===== src/logic/fd_record_pkg.sv =====
/*
  food delivery record layout
  one 64-bit memory word per id, delivery-man half over restaurant half
*/
package fd_record_pkg;

  localparam int ID_W   = 8;
  localparam int SLOT_W = 8;
  localparam int CTM_W  = 16;
  localparam int WORD_W = 64;

  typedef logic [SLOT_W-1:0] slot_t;

  // low 32 bits, limit in the top byte
  typedef struct packed {
    slot_t limit;
    slot_t food1;
    slot_t food2;
    slot_t food3;
  } res_info_t;

  // high 32 bits, zero entry means empty
  typedef struct packed {
    logic [CTM_W-1:0] ctm1;
    logic [CTM_W-1:0] ctm2;
  } d_man_info_t;

  typedef struct packed {
    d_man_info_t d_man;
    res_info_t   res;
  } record_t;

endpackage


===== src/logic/fd_cmd_pkg.sv =====
/*
  food delivery command definitions
  actions, error codes and the payloads passed between pipeline stages
*/
package fd_cmd_pkg;

  localparam int SERV_W        = 4;
  localparam int PENDING_DEPTH = 4;
  localparam int PEND_PTR_W    = $clog2(PENDING_DEPTH);

  // one-hot action codes of the command bus
  typedef enum logic [3:0] {
    Deliver = 4'd2,
    Order   = 4'd4
  } action_t;

  // 0 is no food and 1..3 pick a slot
  typedef logic [1:0] food_id_t;

  typedef enum logic [3:0] {
    No_err       = 4'd0,
    No_customers = 4'd3,
    Res_busy     = 4'd4
  } err_t;

  typedef struct packed {
    action_t                        action;
    logic [fd_record_pkg::ID_W-1:0] id;
    food_id_t                       food_id;
    logic [SERV_W-1:0]              servings;
  } cmd_t;

  typedef struct packed {
    cmd_t                   cmd;
    fd_record_pkg::record_t rec;
  } fetched_t;

  typedef struct packed {
    logic [fd_record_pkg::ID_W-1:0]   id;
    err_t                             err;
    fd_record_pkg::record_t           new_rec;
    logic [fd_record_pkg::WORD_W-1:0] info;
  } resolved_t;

endpackage


===== src/logic/fd_mem_if.sv =====
/*
  record memory request/response bundle
  at most one request in flight, one response pulse per request
*/
`timescale 1ns/1ps

interface fd_mem_if #(
  parameter int ADDR_W = 8,
  parameter int DATA_W = 64
);
  logic              req_valid;
  logic              req_ready;
  logic              write;
  logic [ADDR_W-1:0] addr;
  logic [DATA_W-1:0] wdata;
  logic              rsp_valid;
  logic [DATA_W-1:0] rdata;

  // requester toward the memory
  modport arbiter (output req_valid, write, addr, wdata, input req_ready, rsp_valid, rdata);
  // memory-facing end, also what the arbiter shows its clients
  modport memory (input req_valid, write, addr, wdata, output req_ready, rsp_valid, rdata);

  modport fetch_client (output req_valid, write, addr, wdata,
                        input req_ready, rsp_valid, rdata);
  // commit only writes, acknowledge is enough
  modport commit_client (output req_valid, write, addr, wdata, input req_ready, rsp_valid);
endinterface


===== src/logic/fd_pipe_reg.sv =====
/*
  one-entry valid/ready register slice
  full throughput and refills in the cycle its item leaves
*/
`timescale 1ns/1ps

module fd_pipe_reg #(
  parameter type payload_t = logic
) (
  input  logic     clk,
  input  logic     inf,
  input  logic     in_valid,
  output logic     in_ready,
  input  payload_t in_data,
  output logic     out_valid,
  input  logic     out_ready,
  output payload_t out_data
);

  logic     valid_q;
  payload_t data_q;

  assign in_ready  = !valid_q || out_ready;
  assign out_valid = valid_q;
  assign out_data  = data_q;

  always_ff @(posedge clk or negedge inf) begin
    if (!inf) begin
      valid_q <= 1'b0;
    end
    else if (in_ready) begin
      valid_q <= in_valid;
    end
  end

  always_ff @(posedge clk) begin
    if (in_valid && in_ready) begin
      data_q <= in_data;
    end
  end

  // upstream keeps a stalled item in place
  a_in_hold: assert property (@(posedge clk) disable iff (!inf)
    (in_valid && !in_ready) |=> in_valid && $stable(in_data));

endmodule


===== src/logic/fd_mem_arbiter.sv =====
/*
  memory port arbiter
  grants commit before fetch with one request outstanding
  routes each response back to its owner
*/
`timescale 1ns/1ps

module fd_mem_arbiter (
  input logic       clk,
  input logic       inf,
  fd_mem_if.memory  fetch_port,
  fd_mem_if.memory  commit_port,
  fd_mem_if.arbiter mem
);

  logic busy;
  logic owner_commit;
  logic lock;
  logic lock_commit;
  logic pick_commit;
  logic accept;

  // a stalled request keeps its grant until memory takes it
  assign pick_commit = lock ? lock_commit : commit_port.req_valid;

  assign mem.req_valid = !busy && (pick_commit ? commit_port.req_valid : fetch_port.req_valid);
  assign mem.write     = pick_commit ? commit_port.write : fetch_port.write;
  assign mem.addr      = pick_commit ? commit_port.addr  : fetch_port.addr;
  assign mem.wdata     = pick_commit ? commit_port.wdata : fetch_port.wdata;
  assign accept        = mem.req_valid && mem.req_ready;

  assign commit_port.req_ready = !busy && pick_commit && mem.req_ready;
  assign fetch_port.req_ready  = !busy && !pick_commit && mem.req_ready;

  // ----------------------------------------------------------------------
  // response routing
  assign commit_port.rsp_valid = mem.rsp_valid && owner_commit;
  assign fetch_port.rsp_valid  = mem.rsp_valid && !owner_commit;
  assign commit_port.rdata     = mem.rdata;
  assign fetch_port.rdata      = mem.rdata;

  always_ff @(posedge clk or negedge inf) begin
    if (!inf) begin
      busy         <= 1'b0;
      owner_commit <= 1'b0;
      lock         <= 1'b0;
      lock_commit  <= 1'b0;
    end
    else begin
      if (accept) begin
        busy         <= 1'b1;
        owner_commit <= pick_commit;
      end
      else if (mem.rsp_valid) begin
        busy <= 1'b0;
      end
      lock        <= mem.req_valid && !mem.req_ready;
      lock_commit <= pick_commit;
    end
  end

  // stalled request stays on the port unchanged
  a_hold_request: assert property (@(posedge clk) disable iff (!inf)
    (mem.req_valid && !mem.req_ready) |=> mem.req_valid && $stable(mem.write)
      && $stable(mem.addr) && $stable(mem.wdata));
  a_rsp_expected: assert property (@(posedge clk) disable iff (!inf)
    mem.rsp_valid |-> busy);

endmodule


===== src/logic/fd_fetch_stage.sv =====
/*
  fetch stage
  takes commands, tracks in-flight ids and reads each record once
*/
`timescale 1ns/1ps

module fd_fetch_stage (
  input  logic                 clk,
  input  logic                 inf,
  input  logic                 cmd_valid,
  output logic                 cmd_ready,
  input  fd_cmd_pkg::cmd_t     cmd,
  input  logic                 pend_release,
  fd_mem_if.fetch_client       mem,
  output logic                 out_valid,
  input  logic                 out_ready,
  output fd_cmd_pkg::fetched_t out_data
);

  typedef enum logic [1:0] {F_IDLE, F_REQ, F_WAIT, F_PUSH} fstate_t;

  fstate_t                                 state;
  fd_cmd_pkg::fetched_t                    item_q;
  logic                                    run_q;
  logic                                    hit;
  logic                                    full;
  logic                                    cmd_xfer;
  logic                                    push_ready;
  logic [fd_cmd_pkg::PENDING_DEPTH-1:0]    pend_valid;
  logic [fd_record_pkg::ID_W-1:0]          pend_id [fd_cmd_pkg::PENDING_DEPTH];
  logic [fd_cmd_pkg::PEND_PTR_W-1:0]       wr_ptr;
  logic [fd_cmd_pkg::PEND_PTR_W-1:0]       rd_ptr;

  // ----------------------------------------------------------------------
  // pending-id scoreboard, entries retire in order
  always_comb begin
    hit = 1'b0;
    for (int i = 0; i < fd_cmd_pkg::PENDING_DEPTH; i++) begin
      hit = hit || (pend_valid[i] && pend_id[i] == cmd.id);
    end
  end

  assign full      = pend_valid[wr_ptr];
  assign cmd_ready = run_q && state == F_IDLE && !full && !hit;
  assign cmd_xfer  = cmd_valid && cmd_ready;

  always_ff @(posedge clk or negedge inf) begin
    if (!inf) begin
      pend_valid <= '0;
      wr_ptr     <= '0;
      rd_ptr     <= '0;
    end
    else begin
      if (cmd_xfer) begin
        pend_valid[wr_ptr] <= 1'b1;
        wr_ptr             <= wr_ptr + 1'b1;
      end
      if (pend_release) begin
        pend_valid[rd_ptr] <= 1'b0;
        rd_ptr             <= rd_ptr + 1'b1;
      end
    end
  end

  always_ff @(posedge clk) begin
    if (cmd_xfer) begin
      pend_id[wr_ptr] <= cmd.id;
      item_q.cmd      <= cmd;
    end
    if (mem.rsp_valid) begin
      item_q.rec <= mem.rdata;
    end
  end

  // ----------------------------------------------------------------------
  // read sequencer
  assign mem.req_valid = state == F_REQ;
  assign mem.write     = 1'b0;
  assign mem.addr      = item_q.cmd.id;
  assign mem.wdata     = '0;

  always_ff @(posedge clk or negedge inf) begin
    if (!inf) begin
      state <= F_IDLE;
      run_q <= 1'b0;
    end
    else begin
      // hold off commands for the first cycle out of reset
      run_q <= 1'b1;
      case (state)
        F_IDLE: begin
          if (cmd_xfer) begin
            state <= F_REQ;
          end
        end
        F_REQ: begin
          if (mem.req_ready) begin
            state <= F_WAIT;
          end
        end
        F_WAIT: begin
          if (mem.rsp_valid) begin
            state <= F_PUSH;
          end
        end
        default: begin
          if (push_ready) begin
            state <= F_IDLE;
          end
        end
      endcase
    end
  end

  fd_pipe_reg #(.payload_t(fd_cmd_pkg::fetched_t)) out_slice (
    .clk      (clk),
    .inf      (inf),
    .in_valid (state == F_PUSH),
    .in_ready (push_ready),
    .in_data  (item_q),
    .out_valid(out_valid),
    .out_ready(out_ready),
    .out_data (out_data)
  );

  a_release_pending: assert property (@(posedge clk) disable iff (!inf)
    pend_release |-> |pend_valid);

endmodule


===== src/logic/fd_resolve_stage.sv =====
/*
  resolve stage
  checks the fetched record and builds the error code, new record and info word
*/
`timescale 1ns/1ps

module fd_resolve_stage (
  input  logic                  clk,
  input  logic                  inf,
  input  logic                  in_valid,
  output logic                  in_ready,
  input  fd_cmd_pkg::fetched_t  in_data,
  output logic                  out_valid,
  input  logic                  out_ready,
  output fd_cmd_pkg::resolved_t out_data
);

  // wide enough for three slots plus a request
  typedef logic [fd_record_pkg::SLOT_W+1:0] sum_t;

  fd_cmd_pkg::resolved_t  res_d;
  fd_record_pkg::record_t rec_new;
  fd_record_pkg::slot_t   serv;
  sum_t                   total;

  assign serv = fd_record_pkg::slot_t'(in_data.cmd.servings);

  always_comb begin
    rec_new     = in_data.rec;
    total       = '0;
    res_d.id    = in_data.cmd.id;
    res_d.err   = fd_cmd_pkg::No_err;
    res_d.info  = '0;
    if (in_data.cmd.action == fd_cmd_pkg::Order) begin
      total = sum_t'(in_data.rec.res.food1) + sum_t'(in_data.rec.res.food2)
            + sum_t'(in_data.rec.res.food3) + sum_t'(serv);
      if (total > sum_t'(in_data.rec.res.limit)) begin
        res_d.err = fd_cmd_pkg::Res_busy;
      end
      else begin
        case (in_data.cmd.food_id)
          2'd1: rec_new.res.food1 = in_data.rec.res.food1 + serv;
          2'd2: rec_new.res.food2 = in_data.rec.res.food2 + serv;
          2'd3: rec_new.res.food3 = in_data.rec.res.food3 + serv;
          default: rec_new.res = in_data.rec.res;
        endcase
        res_d.info = {{(fd_record_pkg::WORD_W/2){1'b0}}, rec_new.res};
      end
    end
    else begin
      if (in_data.rec.d_man == '0) begin
        res_d.err = fd_cmd_pkg::No_customers;
      end
      else begin
        // first customer leaves, second moves up
        rec_new.d_man.ctm1 = in_data.rec.d_man.ctm2;
        rec_new.d_man.ctm2 = '0;
        res_d.info = {rec_new.d_man, {(fd_record_pkg::WORD_W/2){1'b0}}};
      end
    end
    res_d.new_rec = rec_new;
  end

  fd_pipe_reg #(.payload_t(fd_cmd_pkg::resolved_t)) out_slice (
    .clk      (clk),
    .inf      (inf),
    .in_valid (in_valid),
    .in_ready (in_ready),
    .in_data  (res_d),
    .out_valid(out_valid),
    .out_ready(out_ready),
    .out_data (out_data)
  );

endmodule


===== src/logic/fd_commit_stage.sv =====
/*
  commit stage
  writes back successful records, then presents the result and frees the id
*/
`timescale 1ns/1ps

module fd_commit_stage (
  input  logic                                   clk,
  input  logic                                   inf,
  input  logic                                   in_valid,
  output logic                                   in_ready,
  input  fd_cmd_pkg::resolved_t                  in_data,
  fd_mem_if.commit_client                        mem,
  output logic                                   pend_release,
  output logic                                   out_valid,
  input  logic                                   out_ready,
  output fd_cmd_pkg::err_t                       out_err,
  output logic                                   out_complete,
  output logic [fd_record_pkg::WORD_W-1:0]       out_info
);

  typedef enum logic [1:0] {C_IDLE, C_WRITE, C_WAIT, C_OUT} cstate_t;

  cstate_t               state;
  fd_cmd_pkg::resolved_t item_q;

  assign in_ready = state == C_IDLE;

  always_ff @(posedge clk) begin
    if (in_valid && in_ready) begin
      item_q <= in_data;
    end
  end

  // ----------------------------------------------------------------------
  // write-back of the whole record
  assign mem.req_valid = state == C_WRITE;
  assign mem.write     = 1'b1;
  assign mem.addr      = item_q.id;
  assign mem.wdata     = item_q.new_rec;

  always_ff @(posedge clk or negedge inf) begin
    if (!inf) begin
      state <= C_IDLE;
    end
    else begin
      case (state)
        C_IDLE: begin
          if (in_valid) begin
            // errors skip the write
            state <= (in_data.err == fd_cmd_pkg::No_err) ? C_WRITE : C_OUT;
          end
        end
        C_WRITE: begin
          if (mem.req_ready) begin
            state <= C_WAIT;
          end
        end
        C_WAIT: begin
          if (mem.rsp_valid) begin
            state <= C_OUT;
          end
        end
        default: begin
          if (out_ready) begin
            state <= C_IDLE;
          end
        end
      endcase
    end
  end

  // ----------------------------------------------------------------------
  // result port
  assign out_valid    = state == C_OUT;
  assign out_err      = item_q.err;
  assign out_complete = out_valid && item_q.err == fd_cmd_pkg::No_err;
  assign out_info     = item_q.info;
  assign pend_release = out_valid && out_ready;

endmodule


===== src/logic/fd_platform.sv =====
/*
  food delivery platform controller
  fetch, resolve and commit pipeline sharing one record memory port
*/
`timescale 1ns/1ps

module fd_platform (
  input  logic                                 clk,
  input  logic                                 inf,
  input  logic                                 cmd_valid,
  output logic                                 cmd_ready,
  input  fd_cmd_pkg::action_t                  cmd_action,
  input  logic [fd_record_pkg::ID_W-1:0]       cmd_id,
  input  fd_cmd_pkg::food_id_t                 cmd_food_id,
  input  logic [fd_cmd_pkg::SERV_W-1:0]        cmd_servings,
  output logic                                 out_valid,
  input  logic                                 out_ready,
  output fd_cmd_pkg::err_t                     out_err,
  output logic                                 out_complete,
  output logic [fd_record_pkg::WORD_W-1:0]     out_info,
  output logic                                 mem_req_valid,
  input  logic                                 mem_req_ready,
  output logic                                 mem_write,
  output logic [fd_record_pkg::ID_W-1:0]       mem_addr,
  output logic [fd_record_pkg::WORD_W-1:0]     mem_wdata,
  input  logic                                 mem_rsp_valid,
  input  logic [fd_record_pkg::WORD_W-1:0]     mem_rdata
);

  fd_cmd_pkg::cmd_t      cmd;
  fd_cmd_pkg::fetched_t  fetch_data;
  fd_cmd_pkg::resolved_t resolve_data;
  logic                  fetch_valid;
  logic                  fetch_ready;
  logic                  resolve_valid;
  logic                  resolve_ready;
  logic                  pend_release;

  fd_mem_if #(.ADDR_W(fd_record_pkg::ID_W), .DATA_W(fd_record_pkg::WORD_W)) fetch_mem ();
  fd_mem_if #(.ADDR_W(fd_record_pkg::ID_W), .DATA_W(fd_record_pkg::WORD_W)) commit_mem ();
  fd_mem_if #(.ADDR_W(fd_record_pkg::ID_W), .DATA_W(fd_record_pkg::WORD_W)) mem_bus ();

  assign cmd.action   = cmd_action;
  assign cmd.id       = cmd_id;
  assign cmd.food_id  = cmd_food_id;
  assign cmd.servings = cmd_servings;

  // memory side onto plain ports
  assign mem_req_valid     = mem_bus.req_valid;
  assign mem_write         = mem_bus.write;
  assign mem_addr          = mem_bus.addr;
  assign mem_wdata         = mem_bus.wdata;
  assign mem_bus.req_ready = mem_req_ready;
  assign mem_bus.rsp_valid = mem_rsp_valid;
  assign mem_bus.rdata     = mem_rdata;

  fd_fetch_stage fetch0 (
    .clk(clk), .inf(inf),
    .cmd_valid(cmd_valid), .cmd_ready(cmd_ready), .cmd(cmd),
    .pend_release(pend_release), .mem(fetch_mem),
    .out_valid(fetch_valid), .out_ready(fetch_ready), .out_data(fetch_data)
  );

  fd_resolve_stage resolve0 (
    .clk(clk), .inf(inf),
    .in_valid(fetch_valid), .in_ready(fetch_ready), .in_data(fetch_data),
    .out_valid(resolve_valid), .out_ready(resolve_ready), .out_data(resolve_data)
  );

  fd_commit_stage commit0 (
    .clk(clk), .inf(inf),
    .in_valid(resolve_valid), .in_ready(resolve_ready), .in_data(resolve_data),
    .mem(commit_mem), .pend_release(pend_release),
    .out_valid(out_valid), .out_ready(out_ready), .out_err(out_err),
    .out_complete(out_complete), .out_info(out_info)
  );

  fd_mem_arbiter arb0 (
    .clk(clk), .inf(inf),
    .fetch_port(fetch_mem), .commit_port(commit_mem), .mem(mem_bus)
  );

endmodule


===== config.mk =====
export PLATFORM = sky130hd
export DESIGN_NAME = fd_platform
export DESIGN_NICKNAME = d
export VERILOG_FILES = /design/src/logic/fd_record_pkg.sv /design/src/logic/fd_cmd_pkg.sv /design/src/logic/fd_mem_if.sv /design/src/logic/fd_pipe_reg.sv /design/src/logic/fd_mem_arbiter.sv /design/src/logic/fd_fetch_stage.sv /design/src/logic/fd_resolve_stage.sv /design/src/logic/fd_commit_stage.sv /design/src/logic/fd_platform.sv
export SDC_FILE = /design/constraint.sdc
export NUM_CORES = 1
export LEC_CHECK = 0
export ABC_AREA = 1
export ABC_CLOCK_PERIOD_IN_PS = 10000
export BUFFER_PORTS_ARGS = -buffer_cell sky130_fd_sc_hd__buf_2
export CAP_MARGIN = 40
export CORE_MARGIN = 2
export CORE_UTILIZATION = 59
export CTS_CLUSTER_DIAMETER = 120
export DETAILED_ROUTE_END_ITERATION = 12
export HOLD_SLACK_MARGIN = 0.06
export PLACE_DENSITY = 0.8
export SKIP_LAST_GASP = 1
export SLEW_MARGIN = 20
export SYNTH_ARGS = -nofsm -noshare
export SYNTH_HDL_FRONTEND = slang
export SYNTH_HIERARCHICAL = 1
export SYNTH_SLANG_ARGS = --single-unit
export TNS_END_PERCENT = 30

===== constraint.sdc =====
create_clock -name clk -period 10 [get_ports clk]
set_input_delay 2 -clock clk [delete_from_list [all_inputs] [get_ports clk]]
set_output_delay 2 -clock clk [all_outputs]
set_load 0.005 [all_outputs]

-- Yosys cells after proc, flatten, opt, wreduce, memory -nomap -nowiden
Memories as Yosys holds them, arrays and structs flattened.
Index checks and enable logic that the tools add are counted.
- output and inout port bits: 145
- logic and storage cells: 175
- bits of input ports: 88
- memory bits (writable): 32
- register bits after elaboration: 463
- memories kept: 1
- memories (memory ; depth ; bits a word ; read ports ; clocked after Yosys merged registers in ; wr ports ; RTL line ; RTL):
    fetch0.pend_id ; 4 ; 8 ; 4 ; 0 ; 1 ; fd_fetch_stage.sv:30 ; logic [fd_record_pkg::ID_W-1:0] pend_id [fd_cmd_pkg::PENDING_DEPTH];
- eq/ne operators: 20
- order comparisons: 5
- multiplexer cells: 41
- reductions and logical operators: 47
- bitwise logic cells: 3
- add/subtract/negate cells: 8
- operators by type and width (operator ; number):
    64-bit two-way mux ; 3
    32-bit two-way mux ; 3
    24-bit two-way mux ; 2
    8-bit == test ; 4
    32-bit logical NOT ; 1
    8-bit two-way mux ; 4
    8-bit by 4-bit adder with 8-bit output ; 3
    1-bit logical AND ; 24
    2-bit two-way mux ; 10
    2-bit == test (second input constant) ; 6
    4-bit two-way mux ; 3
    2-bit one-hot mux with 3 select lines ; 2
    10-bit by 4-bit adder with 10-bit output ; 1
    10-bit by 8-bit adder with 10-bit output ; 1
    10-bit by 8-bit greater-than comparator with 1-bit output ; 1
    1-bit two-way mux ; 10
    8-bit by 8-bit adder with 9-bit output ; 1
    1-bit logical NOT ; 8
    4-bit logical NOT ; 2
    4-bit AND reduction ; 2
    4-bit nonzero test ; 2
    2-bit by 1-bit == test with 1-bit output (second input constant) ; 3
    2-bit by 3-bit less-than comparator with 1-bit output (second input constant) ; 2
    2-bit by 1-bit inequality test with 1-bit output (second input constant) ; 3
    other kinds (13) ; 23

-- Logic depth before layout (Yosys ltp)
An unclocked memory read counts as a cell.
- depth in word-level cells: 12
- depth in mapped cells: 22
- depth with buffers taken out: 21

-- Cells and area by module
Netlist, hierarchy kept.
- by module, submodules not included (module ; seq. area each (µm²) ; cells an instance ; area an instance (µm²) ; times used):
    fd_fetch_stage ; 3698.5 ; 374 ; 5211.2 ; 1
    fd_commit_stage ; 4254.1 ; 183 ; 4489.3 ; 1
    fd_pipe_reg at resolve0.out_slice ; 4229.1 ; 146 ; 4249.1 ; 1
    fd_resolve_stage ; 0.0 ; 526 ; 2871.5 ; 1
    fd_pipe_reg at fetch0.out_slice ; 2487.4 ; 88 ; 2507.4 ; 1
    fd_mem_arbiter ; 100.1 ; 391 ; 2147.1 ; 1

-- Worst setup path after synthesis
Ideal clock, no wire load.
- path type: register -> register
- start point: register commit0.state[0]
- end point: register resolve0.out_slice.data_q, in the netlist resolve0/out_slice/out_data[0] (enable)
- buffers on the path: 0
- cell stages (with the launch flop): 5
- path slack: 1.877 ns
- arrival: 7.438 ns
- period minus slack after synthesis: 8.123 ns
- data required time: 9.315 ns
- cell sequence: dfrtp_1 inv_1 ha_1 inv_1 a21oi_1
- longest elaborated chain between the ends: 3
- RTL lines (item ; RTL line ; RTL):
    start: declaration ; fd_commit_stage.sv:24 ; cstate_t state;
    start signal: assignment ; fd_commit_stage.sv:51 ; state <= (in_data.err == fd_cmd_pkg::No_err) ? C_WRITE : C_OUT;
    2-bit logical NOT ; fd_commit_stage.sv:27 ; assign in_ready = state == C_IDLE;
    net resolve_ready ; fd_platform.sv:36 ; logic resolve_ready;
    1-bit logical OR ; fd_pipe_reg.sv:23 ; assign in_ready = !valid_q || out_ready;
    1-bit logical AND ; fd_pipe_reg.sv:37 ; if (in_valid && in_ready) begin
    end signal: assignment ; fd_pipe_reg.sv:38 ; data_q <= in_data;
    end: declaration ; fd_pipe_reg.sv:21 ; payload_t data_q;
The timed path passes the listed nets, and every way through them passes these cells.
A chain may end at the register's enable or synchronous reset.

-- Final worst setup path
- start point: input port cmd_id[4] in the netlist's numbering
- end point: output port cmd_ready
- longest elaborated chain between the ends: 7
- elaborated cells between the ends (all ways): 13
- those cells by class: eq/ne (4); reduce/logical (9)
- RTL lines (item ; RTL line ; RTL):
    start: declaration ; fd_platform.sv:13 ; input logic [fd_record_pkg::ID_W-1:0] cmd_id,
    8-bit == test ; fd_fetch_stage.sv:39 ; hit = hit || (pend_valid[i] && pend_id[i] == cmd.id);
    1-bit logical AND ; fd_fetch_stage.sv:39 ;
    1-bit logical OR (2 in a row) ; fd_fetch_stage.sv:39 ;
    1-bit logical OR * ; fd_fetch_stage.sv:39 ;
    1-bit logical NOT * ; fd_fetch_stage.sv:44 ; assign cmd_ready = run_q && state == F_IDLE && !full && !hit;
    1-bit logical AND * ; fd_fetch_stage.sv:44 ;
    end: declaration ; fd_platform.sv:11 ; output logic cmd_ready,
Every way passes the cells marked *; elsewhere a longest branch is shown, timed or not.

==> out/qor.csv <==
stage,metric,value,unit
timing,slew_viol_final,0,
grt,antenna_found_initial,10,
setup_path,arrival,3.09,ns
setup_path,cp.depth,8,
timing,hold_slack,0.4126,ns
yosys,ys_warn_count,6,
grt,grt_max_degree,83,
timing,clock_skew,0.02061,ns
grt,grt_pass1_wl,61.00,mm
final_layout,areaGrowthSynthToFinish,13.18,%
clocking,clockBufferDepth,3,
setup_path,worstPathRequired,8.00,ns
run_status,status,"complete, no violations",
placement,place_congestion,0.9186,
clocking,cts_tree,yes,
detailed_routing,remaining_drc_errors,0,
floorplan,die_w,192.6,µm
timing,finalSetupViolCount,0,
final_layout,nets,2006,
yosys,syn_avg_cell_area,12.77,µm²
floorplan,initial_core_util,0.5946,
clocking,clkTransAtPathRegs,0.06,ns
final_layout,fin_cells,2354,
timing,worstMarginPinSlew,0.8495,ns
setup_path,cp_top_family,simple AND/OR/NAND/NOR gates,
setup_path,r2r_setup_slack,5.38,ns
detailed_routing,vias,11760,
setup_path,r2r_start,fetch0/out_slice/out_data[17],
timing,hold_violations,0,
detailed_routing,wire_per_inst,17.03,µm
timing,rsz0062_at_grt,no,
setup_path,path_max_fanout,8,
setup_path,cp_cell_sequence,buf_2 > inv_2 > o21ai_1 > nor2_1 > nand3_1 > nor2_1 > nor4_1 > buf_2,
timing,final.min_clock_period,5.088,ns
power,vdd_drop_max,182.5,µV
timing,maxSlewHeadroom,0.4337,
setup_path,critPathLaunch,cmd_id[4],
final_layout,layout_common_cells,"476 x edfxtp_1, 416 x nand2_1, 232 x buf_2, 184 x inv_1, 84 x conb_1",
grt,grt_pass1_vias,11310,
setup_path,start_kind,primary input,
power,leakage,10.16,nW
clocking,cts_made_buffers,48,
timing,fmax,0.1966,GHz
grt,grt_util_all_layers,0.2188,
min_path,min_path_type,flip-flop to flip-flop,
grt,grt_overflow_total,0,
placement,io_buffers,232,
final_layout,fin_util,0.6729,
detailed_routing,drt_iter0_drc,974,
clocking,clock_latency,0.56,ns
power,power,7.244,mW
clocking,hold_buffers,0,
yosys,synth_area,0.02100,mm²
yosys,synthCells,1644,
floorplan,ios,233,
placement,post-place-cells,2258,
detailed_routing,via_per_inst,4.996,
floorplan,die_area,0.03711,mm²
setup_path,r2r_end,resolve0/out_slice/out_data[73],
setup_path,worstSetupEndpointType,output port,
clocking,cts_max_level,2,
job,drv_cap,0,
clocking,cts-root-buf,clkbuf_16,
floorplan,rows,69,
final_layout,fillCellCount,2468,
timing,period_share,0.5088,
clocking,post_cts_resized,0,
setup_path,cpMaxStageDelayCell,nor4_1,
detailed_routing,drt_pass1_iterations,5,
detailed_routing,ant_nets,0,
floorplan,fp.dieH,192.6,µm
floorplan,coreArea,0.03531,mm²
setup_path,max_stage_delay,0.32,ns
clocking,post_cts.repair.setup_buffers,0,
setup_path,reg2regPathDepth,21,
final_layout,drive_gt1_frac,0.1969,
clocking,clock-sinks,495,
placement,dp_hpwl,27.83,mm
final_layout,final_common_cell,edfxtp_1,
setup_path,worstSetupEndpoint,cmd_ready,
detailed_routing,routed_wirelength,40.10,mm
timing,fin_setup_tns,0,ns
setup_path,setup.worst_path.class,primary input to output port,
power,p_per_area,304.8,mW/mm²
setup_path,critPathBufInv,3,
-- state kept, by name, indices dropped and copies added, names as in the netlist, 2 cells and up --
signal	cells
fetch0/out_slice/out_data	82
commit0/out_info	64
fetch0/state	2
resolve0/out_slice/out_data	140
fetch0/wr_ptr	2
commit0/mem.addr	8
fetch0/pend_valid	4
fetch0/rd_ptr	2
fetch0/item_q	74
commit0/out_err	4
fetch0/pend_id	32
fetch0/mem.addr	8
commit0/mem.wdata	64
commit0/state	2
-- layout make-up --
class	count	area, µm²	area share
Sequential cell	495	14770	0.6216
Multi-Input combinational cell	864	4557	0.1918
Timing Repair Buffer	247	1394	0.05866
Clock buffer	58	1260	0.05303
Inverter	195	737.0	0.03101
Tap cell	461	576.8	0.02427
Clock inverter	30	457.9	0.01927
Antenna cell	4	10.01	0.0004213
-- where the power goes --
part | total [mW] | internal [mW] | switching [mW]
registers | 3.15 | 2.96 | 0.190
logic | 2.16 | 0.722 | 1.44
clock network | 1.93 | 1.21 | 0.726
total | 7.24 | 4.89 | 2.35
-- how the worst min path moves through the flow --
stage	start	endpoint	slack, ns	depth (start not counted)
2_1_floorplan	resolve0/out_slice/out_data[132]	commit0/mem.addr[0]	0.40	0
3_3_place_gp	resolve0/out_slice/out_data[35]	commit0/out_info[35]	0.40	0
3_5_place_dp	resolve0/out_slice/out_data[84]	commit0/mem.wdata[20]	0.40	0
4_1_cts	resolve0/out_slice/out_data[84]	commit0/mem.wdata[20]	0.41	0
5_1_grt	resolve0/out_slice/out_data[85]	commit0/mem.wdata[21]	0.42	0
6_report	resolve0/out_slice/out_data[84]	commit0/mem.wdata[20]	0.41	0
-- metal layers --
metal	vias up	wire length, µm	global-route usage
met4	12	982	0.06870
li1	5704	-	-
met2	424	18620	0.3416
met3	82	3080	0.04801
met1	5539	17320	0.3103
met5	-	89	0
-- stage by stage --
stage / setup WS [ns] / instance area, µm²
6_report: 4.912 / 23760
5_1_grt: 4.781 / 23750
4_1_cts: 4.826 / 23650
3_5_place_dp: 4.840 / 21940
3_3_place_gp: 4.880 / 21860
2_1_floorplan: 1.877 / 21300
(Power assumes the default switching activity.)
